File: config.mk
export PLATFORM = sky130hd
export DESIGN_NAME = shtp_sensor_hub
export DESIGN_NICKNAME = d
export VERILOG_FILES = /design/src/rtl/shtp_pkg.sv /design/src/rtl/shtp_sensor_hub.sv /design/src/rtl/host_int_ctrl.sv /design/src/rtl/shtp_tx_builder.sv /design/src/rtl/rv_sample_fifo.sv /design/src/rtl/shtp_cmd_parser.sv /design/src/rtl/spi_mode3_target.sv
export VERILOG_INCLUDE_DIRS = /design/src /design/src/include
export SDC_FILE = /design/constraint.sdc
export NUM_CORES = 1
export LEC_CHECK = 0
export BUFFER_PORTS_ARGS = -buffer_cell sky130_fd_sc_hd__buf_2
export CAP_MARGIN = 25
export CORE_ASPECT_RATIO = 0.8
export CORE_MARGIN = 2
export CORE_UTILIZATION = 40
export DETAILED_ROUTE_END_ITERATION = 7
export PLACE_DENSITY = 0.56
export SYNTH_ARGS = -nofsm -noshare
export SYNTH_HDL_FRONTEND = slang
export SYNTH_SLANG_ARGS = --single-unit
File: constraint.sdc
create_clock -name clk -period 2.6 [get_ports clk]
set_input_delay 0.65 -clock clk [delete_from_list [all_inputs] [get_ports clk]]
set_output_delay 0.65 -clock clk [all_outputs]
set_load 0.01 [all_outputs]
File: src/include/shtp_defs.svh
`ifndef SHTP_DEFS_SVH
`define SHTP_DEFS_SVH

// SHTP channel numbers
`define SHTP_CH_COMMAND       8'h01
`define SHTP_CH_CONTROL       8'h02
`define SHTP_CH_REPORTS       8'h05

// Command and response codes
`define SHTP_CMD_PROD_ID_REQ  8'hF9
`define SHTP_CMD_PROD_ID_RSP  8'hF1
`define SHTP_CMD_SET_FEATURE  8'hFD
`define SHTP_CMD_FEATURE_RSP  8'hFE

`define SHTP_RPT_ROT_VECTOR   8'h05   // Rotation vector report ID
`define SHTP_PRODUCT_ID       24'h0002A0

// Hub sizing
`define HUB_BOOT_CYCLES       64      // Cycles from reset release to ready
`define HUB_FIFO_DEPTH        4       // Power of two, also the producer's credits

`endif
File: src/rtl/shtp_pkg.sv
`default_nettype none

`include "shtp_defs.svh"

package shtp_pkg;

    typedef logic [7:0] shtp_byte_t;      // One SPI / SHTP byte
    typedef logic [15:0] shtp_len_t;      // Length field or byte index
    typedef logic signed [15:0] quat_t;   // Quaternion component, Q14

    // Two address bits plus wrap bit for a depth of four
    typedef logic [$clog2(`HUB_FIFO_DEPTH):0] fifo_ptr_t;

    // What the builder is holding for the host
    typedef enum logic [1:0] {
        RSP_NONE,
        RSP_PROD_ID,
        RSP_FEATURE_ACK,
        RSP_ROT_VECTOR
    } rsp_kind_t;

    // Interrupt line states
    typedef enum logic [1:0] {
        INT_BOOT,      // Counting down after reset
        INT_IDLE,      // Nothing to announce
        INT_PENDING,   // int_n held low
        INT_SERVING    // Host has cs_n low
    } int_state_t;

endpackage

`default_nettype wire

File: src/rtl/shtp_sensor_hub.sv
`default_nettype none

module shtp_sensor_hub
    import shtp_pkg::*;
(
    input  wire        clk,
    input  wire        rst_n,
    input  wire        ps0_wake,
    input  wire        cs_n,
    input  wire        sclk,
    input  wire        mosi,
    output logic       miso,
    output logic       int_n,
    input  wire        sample_valid,
    input  wire quat_t sample_x,
    input  wire quat_t sample_y,
    input  wire quat_t sample_z,
    input  wire quat_t sample_w,
    output logic       sample_credit
);

    shtp_byte_t tx_data;
    shtp_byte_t rx_byte;
    shtp_byte_t rx_seq;
    shtp_len_t  tx_index;
    rsp_kind_t  rsp_kind;
    quat_t      head_x;
    quat_t      head_y;
    quat_t      head_z;
    quat_t      head_w;
    logic       rx_valid;
    logic       cs_start;
    logic       cs_end;
    logic       tx_req;
    logic       rsp_queue;
    logic       feature_on;
    logic       empty;
    logic       pending;
    logic       pop;

    spi_mode3_target u_spi (
        .clk(clk), .rst_n(rst_n),
        .cs_n(cs_n), .sclk(sclk), .mosi(mosi), .tx_data(tx_data),
        .miso(miso), .rx_valid(rx_valid), .rx_byte(rx_byte),
        .cs_start(cs_start), .cs_end(cs_end),
        .tx_req(tx_req), .tx_index(tx_index)
    );

    shtp_cmd_parser u_parser (
        .clk(clk), .rst_n(rst_n),
        .rx_valid(rx_valid), .rx_byte(rx_byte),
        .cs_start(cs_start), .cs_end(cs_end),
        .rsp_queue(rsp_queue), .rsp_kind(rsp_kind),
        .rx_seq(rx_seq), .feature_on(feature_on)
    );

    rv_sample_fifo u_fifo (
        .clk(clk), .rst_n(rst_n),
        .sample_valid(sample_valid),
        .sample_x(sample_x), .sample_y(sample_y),
        .sample_z(sample_z), .sample_w(sample_w),
        .pop(pop), .empty(empty),
        .head_x(head_x), .head_y(head_y), .head_z(head_z), .head_w(head_w),
        .sample_credit(sample_credit)
    );

    shtp_tx_builder u_builder (
        .clk(clk), .rst_n(rst_n),
        .rsp_queue(rsp_queue), .rsp_kind(rsp_kind), .rx_seq(rx_seq),
        .feature_on(feature_on), .empty(empty),
        .head_x(head_x), .head_y(head_y), .head_z(head_z), .head_w(head_w),
        .tx_req(tx_req), .tx_index(tx_index), .cs_end(cs_end),
        .tx_data(tx_data), .pending(pending), .rsp_done(), .pop(pop)
    );

    host_int_ctrl u_int (
        .clk(clk), .rst_n(rst_n), .ps0_wake(ps0_wake),
        .cs_start(cs_start), .cs_end(cs_end), .pending(pending),
        .int_n(int_n)
    );

endmodule

`default_nettype wire

File: src/rtl/host_int_ctrl.sv
`default_nettype none

`include "shtp_defs.svh"

module host_int_ctrl
    import shtp_pkg::*;
(
    input  wire clk,
    input  wire rst_n,
    input  wire ps0_wake,
    input  wire cs_start,
    input  wire cs_end,
    input  wire pending,
    output logic int_n
);

    localparam int CNT_W = $clog2(`HUB_BOOT_CYCLES + 1);

    int_state_t       state;
    logic [CNT_W-1:0] boot_cnt;
    logic [1:0]       ps0_sync;
    logic             ps0_prev;
    logic             ps0_fall;

    // PS0 idles high
    always_ff @(posedge clk or negedge rst_n) begin
        if (!rst_n) begin
            ps0_sync <= 2'b11;
            ps0_prev <= 1'b1;
        end else begin
            ps0_sync <= {ps0_sync[0], ps0_wake};
            ps0_prev <= ps0_sync[1];
        end
    end

    assign ps0_fall = ps0_prev & ~ps0_sync[1];

    always_ff @(posedge clk or negedge rst_n) begin
        if (!rst_n) begin
            state    <= INT_BOOT;
            boot_cnt <= '0;
        end else begin
            case (state)
                INT_BOOT: begin
                    if (ps0_fall || boot_cnt == CNT_W'(`HUB_BOOT_CYCLES)) begin
                        state <= INT_PENDING;     // Ready announcement
                    end else begin
                        boot_cnt <= boot_cnt + 1'b1;
                    end
                end
                INT_IDLE: begin
                    if (cs_start) state <= INT_SERVING;
                    else if (pending) state <= INT_PENDING;
                end
                INT_PENDING: if (cs_start) state <= INT_SERVING;   // Release on select
                INT_SERVING: if (cs_end) state <= INT_IDLE;        // Pending rechecked in idle
                default: state <= INT_IDLE;
            endcase
        end
    end

    assign int_n = (state != INT_PENDING);

endmodule

`default_nettype wire

File: src/rtl/shtp_tx_builder.sv
`default_nettype none

`include "shtp_defs.svh"

module shtp_tx_builder
    import shtp_pkg::*;
(
    input  wire             clk,
    input  wire             rst_n,
    input  wire             rsp_queue,
    input  wire rsp_kind_t  rsp_kind,
    input  wire shtp_byte_t rx_seq,
    input  wire             feature_on,
    input  wire             empty,
    input  wire quat_t      head_x,
    input  wire quat_t      head_y,
    input  wire quat_t      head_z,
    input  wire quat_t      head_w,
    input  wire             tx_req,
    input  wire shtp_len_t  tx_index,
    input  wire             cs_end,
    output shtp_byte_t      tx_data,
    output logic            pending,
    output logic            rsp_done,
    output logic            pop
);

    localparam logic [23:0] PID = `SHTP_PRODUCT_ID;

    rsp_kind_t  kind;
    shtp_byte_t seq_q;
    shtp_len_t  served;      // Bytes clocked out so far in this transaction
    shtp_len_t  rsp_len;
    logic       from_zero;   // Current transaction began at byte 0 of this response
    logic       done;

    always_comb begin
        case (kind)
            RSP_PROD_ID:     rsp_len = 16'd9;
            RSP_FEATURE_ACK: rsp_len = 16'd5;
            RSP_ROT_VECTOR:  rsp_len = 16'd18;
            default:         rsp_len = 16'd0;
        endcase
    end

    assign pending  = (kind != RSP_NONE);
    assign done     = pending && from_zero && (served >= rsp_len);
    assign rsp_done = cs_end & done;
    assign pop      = rsp_done & (kind == RSP_ROT_VECTOR);

    // Commands override a report still waiting, the sample stays queued
    always_ff @(posedge clk or negedge rst_n) begin
        if (!rst_n) begin
            kind      <= RSP_NONE;
            served    <= '0;
            from_zero <= 1'b0;
        end else if (rsp_queue) begin
            kind      <= rsp_kind;
            served    <= '0;
            from_zero <= 1'b0;
        end else if (rsp_done) begin
            kind      <= RSP_NONE;
            from_zero <= 1'b0;
        end else if (!pending && feature_on && !empty) begin
            kind      <= RSP_ROT_VECTOR;   // Next report from the FIFO head
            served    <= '0;
            from_zero <= 1'b0;
        end else if (tx_req) begin
            served <= tx_index;
            if (tx_index == 16'd0) from_zero <= 1'b1;
        end
    end

    always_ff @(posedge clk) begin
        if (rsp_queue) seq_q <= rx_seq;
    end

    // Byte map, zeros for reserved fields and past the end
    always_comb begin
        tx_data = 8'h00;
        if (tx_index == 16'd0) begin
            tx_data = rsp_len[7:0];          // Length LSB
        end else if (tx_index == 16'd1) begin
            tx_data = rsp_len[15:8];
        end else begin
            case (kind)
                RSP_PROD_ID: begin
                    case (tx_index)
                        16'd2:   tx_data = `SHTP_CH_COMMAND;
                        16'd4:   tx_data = `SHTP_CMD_PROD_ID_RSP;
                        16'd6:   tx_data = PID[23:16];   // BNO085 byte order
                        16'd7:   tx_data = PID[7:0];
                        16'd8:   tx_data = PID[15:8];
                        default: tx_data = 8'h00;
                    endcase
                end
                RSP_FEATURE_ACK: begin
                    case (tx_index)
                        16'd2:   tx_data = `SHTP_CH_CONTROL;
                        16'd3:   tx_data = seq_q;        // Echo of host sequence
                        16'd4:   tx_data = `SHTP_CMD_FEATURE_RSP;
                        default: tx_data = 8'h00;
                    endcase
                end
                RSP_ROT_VECTOR: begin
                    case (tx_index)
                        16'd2:   tx_data = `SHTP_CH_REPORTS;
                        16'd4:   tx_data = `SHTP_RPT_ROT_VECTOR;
                        16'd8:   tx_data = head_x[7:0];  // Quaternions little-endian
                        16'd9:   tx_data = head_x[15:8];
                        16'd10:  tx_data = head_y[7:0];
                        16'd11:  tx_data = head_y[15:8];
                        16'd12:  tx_data = head_z[7:0];
                        16'd13:  tx_data = head_z[15:8];
                        16'd14:  tx_data = head_w[7:0];
                        16'd15:  tx_data = head_w[15:8];
                        default: tx_data = 8'h00;        // Seq, status, delay, accuracy
                    endcase
                end
                default: tx_data = 8'h00;
            endcase
        end
    end

endmodule

`default_nettype wire

File: src/rtl/rv_sample_fifo.sv
`default_nettype none

`include "shtp_defs.svh"

module rv_sample_fifo
    import shtp_pkg::*;
(
    input  wire        clk,
    input  wire        rst_n,
    input  wire        sample_valid,
    input  wire quat_t sample_x,
    input  wire quat_t sample_y,
    input  wire quat_t sample_z,
    input  wire quat_t sample_w,
    input  wire        pop,
    output logic       empty,
    output quat_t      head_x,
    output quat_t      head_y,
    output quat_t      head_z,
    output quat_t      head_w,
    output logic       sample_credit
);

    localparam int ADDR_W = $clog2(`HUB_FIFO_DEPTH);

    quat_t     mem_x [`HUB_FIFO_DEPTH];
    quat_t     mem_y [`HUB_FIFO_DEPTH];
    quat_t     mem_z [`HUB_FIFO_DEPTH];
    quat_t     mem_w [`HUB_FIFO_DEPTH];
    fifo_ptr_t wr_ptr;
    fifo_ptr_t rd_ptr;

    // Producer credits keep pushes off a full FIFO
    always_ff @(posedge clk or negedge rst_n) begin
        if (!rst_n) begin
            wr_ptr        <= '0;
            rd_ptr        <= '0;
            sample_credit <= 1'b0;
        end else begin
            if (sample_valid) wr_ptr <= wr_ptr + 1'b1;
            if (pop) rd_ptr <= rd_ptr + 1'b1;
            sample_credit <= pop;   // One credit back per drained entry
        end
    end

    always_ff @(posedge clk) begin
        if (sample_valid) begin
            mem_x[wr_ptr[ADDR_W-1:0]] <= sample_x;
            mem_y[wr_ptr[ADDR_W-1:0]] <= sample_y;
            mem_z[wr_ptr[ADDR_W-1:0]] <= sample_z;
            mem_w[wr_ptr[ADDR_W-1:0]] <= sample_w;
        end
    end

    assign empty  = (wr_ptr == rd_ptr);   // Wrap bits equal too
    assign head_x = mem_x[rd_ptr[ADDR_W-1:0]];
    assign head_y = mem_y[rd_ptr[ADDR_W-1:0]];
    assign head_z = mem_z[rd_ptr[ADDR_W-1:0]];
    assign head_w = mem_w[rd_ptr[ADDR_W-1:0]];

endmodule

`default_nettype wire

File: src/rtl/shtp_cmd_parser.sv
`default_nettype none

`include "shtp_defs.svh"

module shtp_cmd_parser
    import shtp_pkg::*;
(
    input  wire             clk,
    input  wire             rst_n,
    input  wire             rx_valid,
    input  wire shtp_byte_t rx_byte,
    input  wire             cs_start,
    input  wire             cs_end,
    output logic            rsp_queue,
    output rsp_kind_t       rsp_kind,
    output shtp_byte_t      rx_seq,
    output logic            feature_on
);

    shtp_len_t  byte_cnt;
    shtp_byte_t chan;
    shtp_byte_t cmd;
    shtp_byte_t rid;
    logic       is_prod_req;
    logic       is_set_feat;

    always_ff @(posedge clk or negedge rst_n) begin
        if (!rst_n) begin
            byte_cnt <= '0;
        end else if (cs_start) begin
            byte_cnt <= '0;
        end else if (rx_valid) begin
            byte_cnt <= byte_cnt + 16'd1;
        end
    end

    // Header fields, length bytes 0 and 1 are not checked
    always_ff @(posedge clk) begin
        if (rx_valid) begin
            case (byte_cnt)
                16'd2:   chan   <= rx_byte;
                16'd3:   rx_seq <= rx_byte;
                16'd4:   cmd    <= rx_byte;   // First payload byte
                16'd5:   rid    <= rx_byte;   // Set Feature report ID
                default: ;
            endcase
        end
    end

    // Byte count guards against fields left from an earlier write
    assign is_prod_req = (byte_cnt > 16'd4) && (chan == `SHTP_CH_COMMAND)
                         && (cmd == `SHTP_CMD_PROD_ID_REQ);
    assign is_set_feat = (byte_cnt > 16'd4) && (chan == `SHTP_CH_CONTROL)
                         && (cmd == `SHTP_CMD_SET_FEATURE);

    assign rsp_queue = cs_end & (is_prod_req | is_set_feat);
    assign rsp_kind  = is_prod_req ? RSP_PROD_ID :
                       is_set_feat ? RSP_FEATURE_ACK : RSP_NONE;

    // Sticky once the rotation vector is asked for
    always_ff @(posedge clk or negedge rst_n) begin
        if (!rst_n) begin
            feature_on <= 1'b0;
        end else if (cs_end && is_set_feat && byte_cnt > 16'd5
                     && rid == `SHTP_RPT_ROT_VECTOR) begin
            feature_on <= 1'b1;
        end
    end

endmodule

`default_nettype wire

File: src/rtl/spi_mode3_target.sv
`default_nettype none

module spi_mode3_target
    import shtp_pkg::*;
(
    input  wire             clk,
    input  wire             rst_n,
    input  wire             cs_n,
    input  wire             sclk,
    input  wire             mosi,
    input  wire shtp_byte_t tx_data,
    output logic            miso,
    output logic            rx_valid,
    output shtp_byte_t      rx_byte,
    output logic            cs_start,
    output logic            cs_end,
    output logic            tx_req,
    output shtp_len_t       tx_index
);

    logic [1:0] cs_sync;
    logic [1:0] sclk_sync;
    logic [1:0] mosi_sync;
    logic       cs_prev;
    logic       sclk_prev;
    logic       active;
    logic       sclk_rise;
    logic       sclk_fall;
    logic [2:0] bit_cnt;
    shtp_byte_t rx_shift;
    shtp_byte_t tx_shift;
    shtp_len_t  byte_idx;

    // Two-flop synchronizers, pins idle as Mode 3 with cs_n high
    always_ff @(posedge clk or negedge rst_n) begin
        if (!rst_n) begin
            cs_sync   <= 2'b11;
            sclk_sync <= 2'b11;
            mosi_sync <= 2'b00;
            cs_prev   <= 1'b1;
            sclk_prev <= 1'b1;
        end else begin
            cs_sync   <= {cs_sync[0], cs_n};
            sclk_sync <= {sclk_sync[0], sclk};
            mosi_sync <= {mosi_sync[0], mosi};
            cs_prev   <= cs_sync[1];
            sclk_prev <= sclk_sync[1];
        end
    end

    assign active    = ~cs_sync[1];
    assign cs_start  = cs_prev & ~cs_sync[1];
    assign cs_end    = ~cs_prev & cs_sync[1];
    assign sclk_rise = active & ~sclk_prev & sclk_sync[1];   // Sample edge
    assign sclk_fall = active & sclk_prev & ~sclk_sync[1];   // Launch edge
    assign tx_index  = byte_idx;

    // Bit and byte counting, strobes
    always_ff @(posedge clk or negedge rst_n) begin
        if (!rst_n) begin
            bit_cnt  <= 3'd0;
            byte_idx <= '0;
            rx_valid <= 1'b0;
            tx_req   <= 1'b0;
        end else begin
            rx_valid <= 1'b0;
            tx_req   <= 1'b0;
            if (cs_start) begin
                bit_cnt  <= 3'd0;
                byte_idx <= '0;
                tx_req   <= 1'b1;       // Fetch byte 0 before the first launch edge
            end else if (sclk_rise) begin
                bit_cnt <= bit_cnt + 3'd1;
                if (bit_cnt == 3'd7) begin
                    rx_valid <= 1'b1;
                    byte_idx <= byte_idx + 16'd1;
                    tx_req   <= 1'b1;   // Next byte, index already advanced
                end
            end
        end
    end

    // Shift registers, MSB first both ways
    always_ff @(posedge clk) begin
        if (sclk_rise) begin
            rx_shift <= {rx_shift[6:0], mosi_sync[1]};
        end
        if (sclk_rise && bit_cnt == 3'd7) begin
            rx_byte <= {rx_shift[6:0], mosi_sync[1]};
        end
        if (tx_req) begin
            tx_shift <= tx_data;
        end else if (sclk_fall) begin
            tx_shift <= {tx_shift[6:0], 1'b0};
        end
    end

    always_ff @(posedge clk or negedge rst_n) begin
        if (!rst_n) begin
            miso <= 1'b0;
        end else if (cs_end) begin
            miso <= 1'b0;               // Back to idle low
        end else if (sclk_fall) begin
            miso <= tx_shift[7];
        end
    end

endmodule

`default_nettype wire

==> impl_results.md <==
- Status: finished clean
- Number of global-route vias before repair: 9,411
- CTS tree: done
- Core Region: 41,700 µm²
- GRT busiest layer: met1
- Ys async rst share: 21.0%
- Site Rows: 67
- Met1 usage in global routing: 26.7%
- Syn avg cell area: 16.5 µm²
- Worst EP arrival: 2.81 ns
- Routed WL: 37.4 mm
- Largest net degree at the start of global routing: 45
- Post-Syn Instances: 1,017
- Design Power: 15,400 µW
- GRT overflow: 0
- Reg2Reg Setup Slack: 0.09 ns
- LEAKAGE: 0.00706 µW
- Worst Setup Start Kind: flop
- Setup ws final: 0.0930 ns
- Synthesized cell area: 16,800 µm²
- Final hold violation count: 0
- Power per standard cell area: 777 nW/µm²
- Total of max-cap violations: 0
- Synth Flop Type: edfxtp_1
- Drt wl/cell: 21.3 µm
- Final Max Tran Viols: 0
- CTS Sinks: 404
- Number of synthesis warnings: 0
- Skew final: 0.0191 ns
- Critical Path RT: 2.91 ns
- Syn Nets: 1,115
- Synth cell types: 85
- Number of port buffers: 73
- Post-layout nets: 1,270
- Area of the multi-input gates: 4720 µm²
- Worst-path clk slew: 0.06 ns
- DIE HEIGHT: 187 µm
- Placed cell area: 18,300 µm²
- Setup violations, final: 0
- Fill count: 3,526
- Area Overhead vs Synth: 17.9%
- Starting density of the core: 40.3%
- Worst-Margin Slew: 0.697 ns
- Register bit total from synthesis: 404
- Antenna Nets Post-Route: 0
- Critical Path End Type: flop
- Post-synth EDFFs: 319
- RSZ-0062 raised after global routing: no
- Final Critical Period: 2.51 ns
- Period utilization: 96.4%
- Worst flop-to-flop path endpoint: u_spi.tx_shift[6]
- Reg2reg path depth: 6
- DP Worst Slack: -0.0413 ns
- Vias per Instance: 5.35
- Crit Reg-Reg Startpoint: u_fifo.rd_ptr[1]
- Share of layout cells above drive strength 1: 26.3%
- First-pass GRT wire length: 57.8 mm
- Met3 Track Usage GR: 4.34%
- Hold Crit Class: in -> async
- Max transition margin: 53.1%
- Seq. cell area: 11,700 µm²
- Initial drt markers: 806
- Clk root buf: clkbuf_16
- Clock H-tree levels: 2
- Bufs on Longest Clock Path: 3
- Peak Freq: 0.399 GHz
- Setup CP Type: reg -> reg
- Clk Latency, worst-skew pair: 0.56 ns
- Global Route Usage Sum: 17.4%
- Max VDD drop: 556 µV
- Initial DRT Pass Iterations: 5
- # IOs: 74
- DRC violations left: 0
- Inserted Clock Buffers: 41
- Design area: 19,800 µm²
- GP Congestion: 0.910
- Post-synthesis sequential area ratio: 69.7%
- Die W: 233 µm
- CP max FO: 17
- Initial antenna violation count: 3
- Dpl hpwl: 25.6 mm
- Die footprint: 43,700 µm²
- Met2 Use GR: 24.7%
- Via count: 9,393
==> flip-flops by register name (all words and copies together), names as in the netlist, 16 cells and up <==
| signal | count |
|---|---|
| u_fifo.mem_y | 64 |
| u_parser.byte_cnt | 16 |
| u_fifo.mem_x | 64 |
| u_fifo.mem_w | 64 |
| u_fifo.mem_z | 64 |
| u_builder.served | 16 |
| u_spi.tx_index | 16 |
==> power breakdown <==
group | internal [µW] | total, µW | switching [µW]
Clock | 3400 | 5920 | 2520
Sequential | 7900 | 8120 | 226
Combinational | 487 | 1360 | 875
==> repair_timing <==
action                                  CTS  global route
hold buffers                              0             0
endpoints found under the setup margin   16            18
gates cloned                              0             1
gates resized for setup                   3            10
pin swaps                                 0             4
setup buffers                             0            11
==> layout make-up <==
class,count,area share [%]
Sequential cell,404,59.2
Multi-Input combinational cell,528,23.8
Timing Repair Buffer,155,5.87
Clock buffer,49,5.43
Tap cell,552,3.48
Clock inverter,26,1.45
Inverter,42,0.795
Antenna cell,1,0.0126
==> synthesized netlist by cell type, types with 5 or more instances <==
library cell	n	area, µm²
xor2_1	21	184
nor2_1	41	154
o21ai_0	13	65.1
o21ai_1	5	25.0
nor4_1	10	62.6
buf_2	14	70.1
o41ai_1	5	43.8
clkbuf_1	8	30.0
nor2b_1	9	56.3
and4_1	7	61.3
mux4_2	45	1010
clkbuf_8	6	82.6
and2_1	10	62.6
nand4_1	17	106
inv_1	42	158
or3_1	9	56.3
a32oi_1	6	52.6
dfstp_2	9	236
dfrtp_1	76	1900
o22ai_1	16	100
and3_1	14	87.6
ha_1	27	338
a22o_1	5	43.8
a31oi_1	5	31.3
nand2_1	45	169
xnor2_1	16	140
buf_6	7	78.8
nor3_1	9	45.0
mux2i_1	52	521
a21oi_1	16	80.1
and3b_1	5	43.8
edfxtp_1	319	9580
nand3_1	32	160
nand2b_1	6	37.5
==> critical path, cell delays in order, from the launching register on <==
cell and delay [ns]:
dfrtp_4 0.66, buf_4 0.26, mux4_2 0.32, a32o_1 0.28
a211oi_2 0.42, o2111a_1 0.25, o21ai_1 0.06
==> per-stage QoR <==
step / instances / setup TNS, ns / hold slack, ns / util, %
3_5_place_dp: 1670 / -0.0413 / 0.340 / 43.9
5_1_grt: 1756 / 0 / 0.137 / 47.6
4_1_cts: 1745 / -0.00264 / 0.111 / 47.2
6_report: 1757 / 0 / 0.0999 / 47.6
2_1_floorplan: 1017 / 0 / 0.331 / -
3_3_place_gp: 1670 / -0.0577 / 0.336 / 43.9
==> cells in the final DEF, fill, tap and decap left out, drive strengths merged, types with 7 or more instances in the layout <==
master  Yosys  routed
a21oi      17      17
and2       10      10
and3       15      15
and4        7       7
buf        28     154
clkbuf     14      50
clkinv      0      16
dfrtp      76      76
dfstp       9       9
edfxtp    319     319
ha         27      27
inv        42      44
mux2i      52      52
mux4       48      48
nand2      45      45
nand3      33      33
nand4      17      17
nor2       41      41
nor2b       9       9
nor3       10      10
nor4       15      15
o21ai      18      18
o22ai      16      16
or3         9       9
xnor2      16      16
xor2       21      21
==> worst max path at each step <==
| stage | startpoint | endpoint | slack, ns | cells after the start |
|---|---|---|---|---|
| after floorplan | sample_valid | u_fifo.mem_w[1][0] | 0.02 | 1 |
| after global placement | u_fifo.rd_ptr[1] | u_spi.tx_shift[6] | -0.06 | 6 |
| after detailed placement | u_fifo.rd_ptr[1] | u_spi.tx_shift[6] | -0.04 | 6 |
| after CTS | u_builder.kind[0] | u_builder.served[12] | -0.003 | 10 |
| after global routing | u_spi.tx_index[0] | u_spi.tx_shift[5] | 0.001 | 8 |
| final | u_fifo.rd_ptr[1] | u_spi.tx_shift[6] | 0.09 | 6 |
==> routing by layer <==
metal / vias to the layer above / share of wire (%)
met3: 58 / 7.1
met1: 4775 / 48
met5: - / 0.072
met2: 260 / 43
li1: 4296 / -
met4: 4 / 2.0
==> kinds of logic (layout without fill, tap and decap cells) <==
group	Yosys count	in the layout	synth area share, %
compound gates	122	122	5.48
mux	103	103	9.79
simple gates	239	239	8.18
fa+ha+maj	27	27	2.01
flops	404	404	69.7
xor+xnor	37	37	1.93
other cells	0	1	0
buf+inv	85	272	2.91
Power figures use the tool's default switching activity.
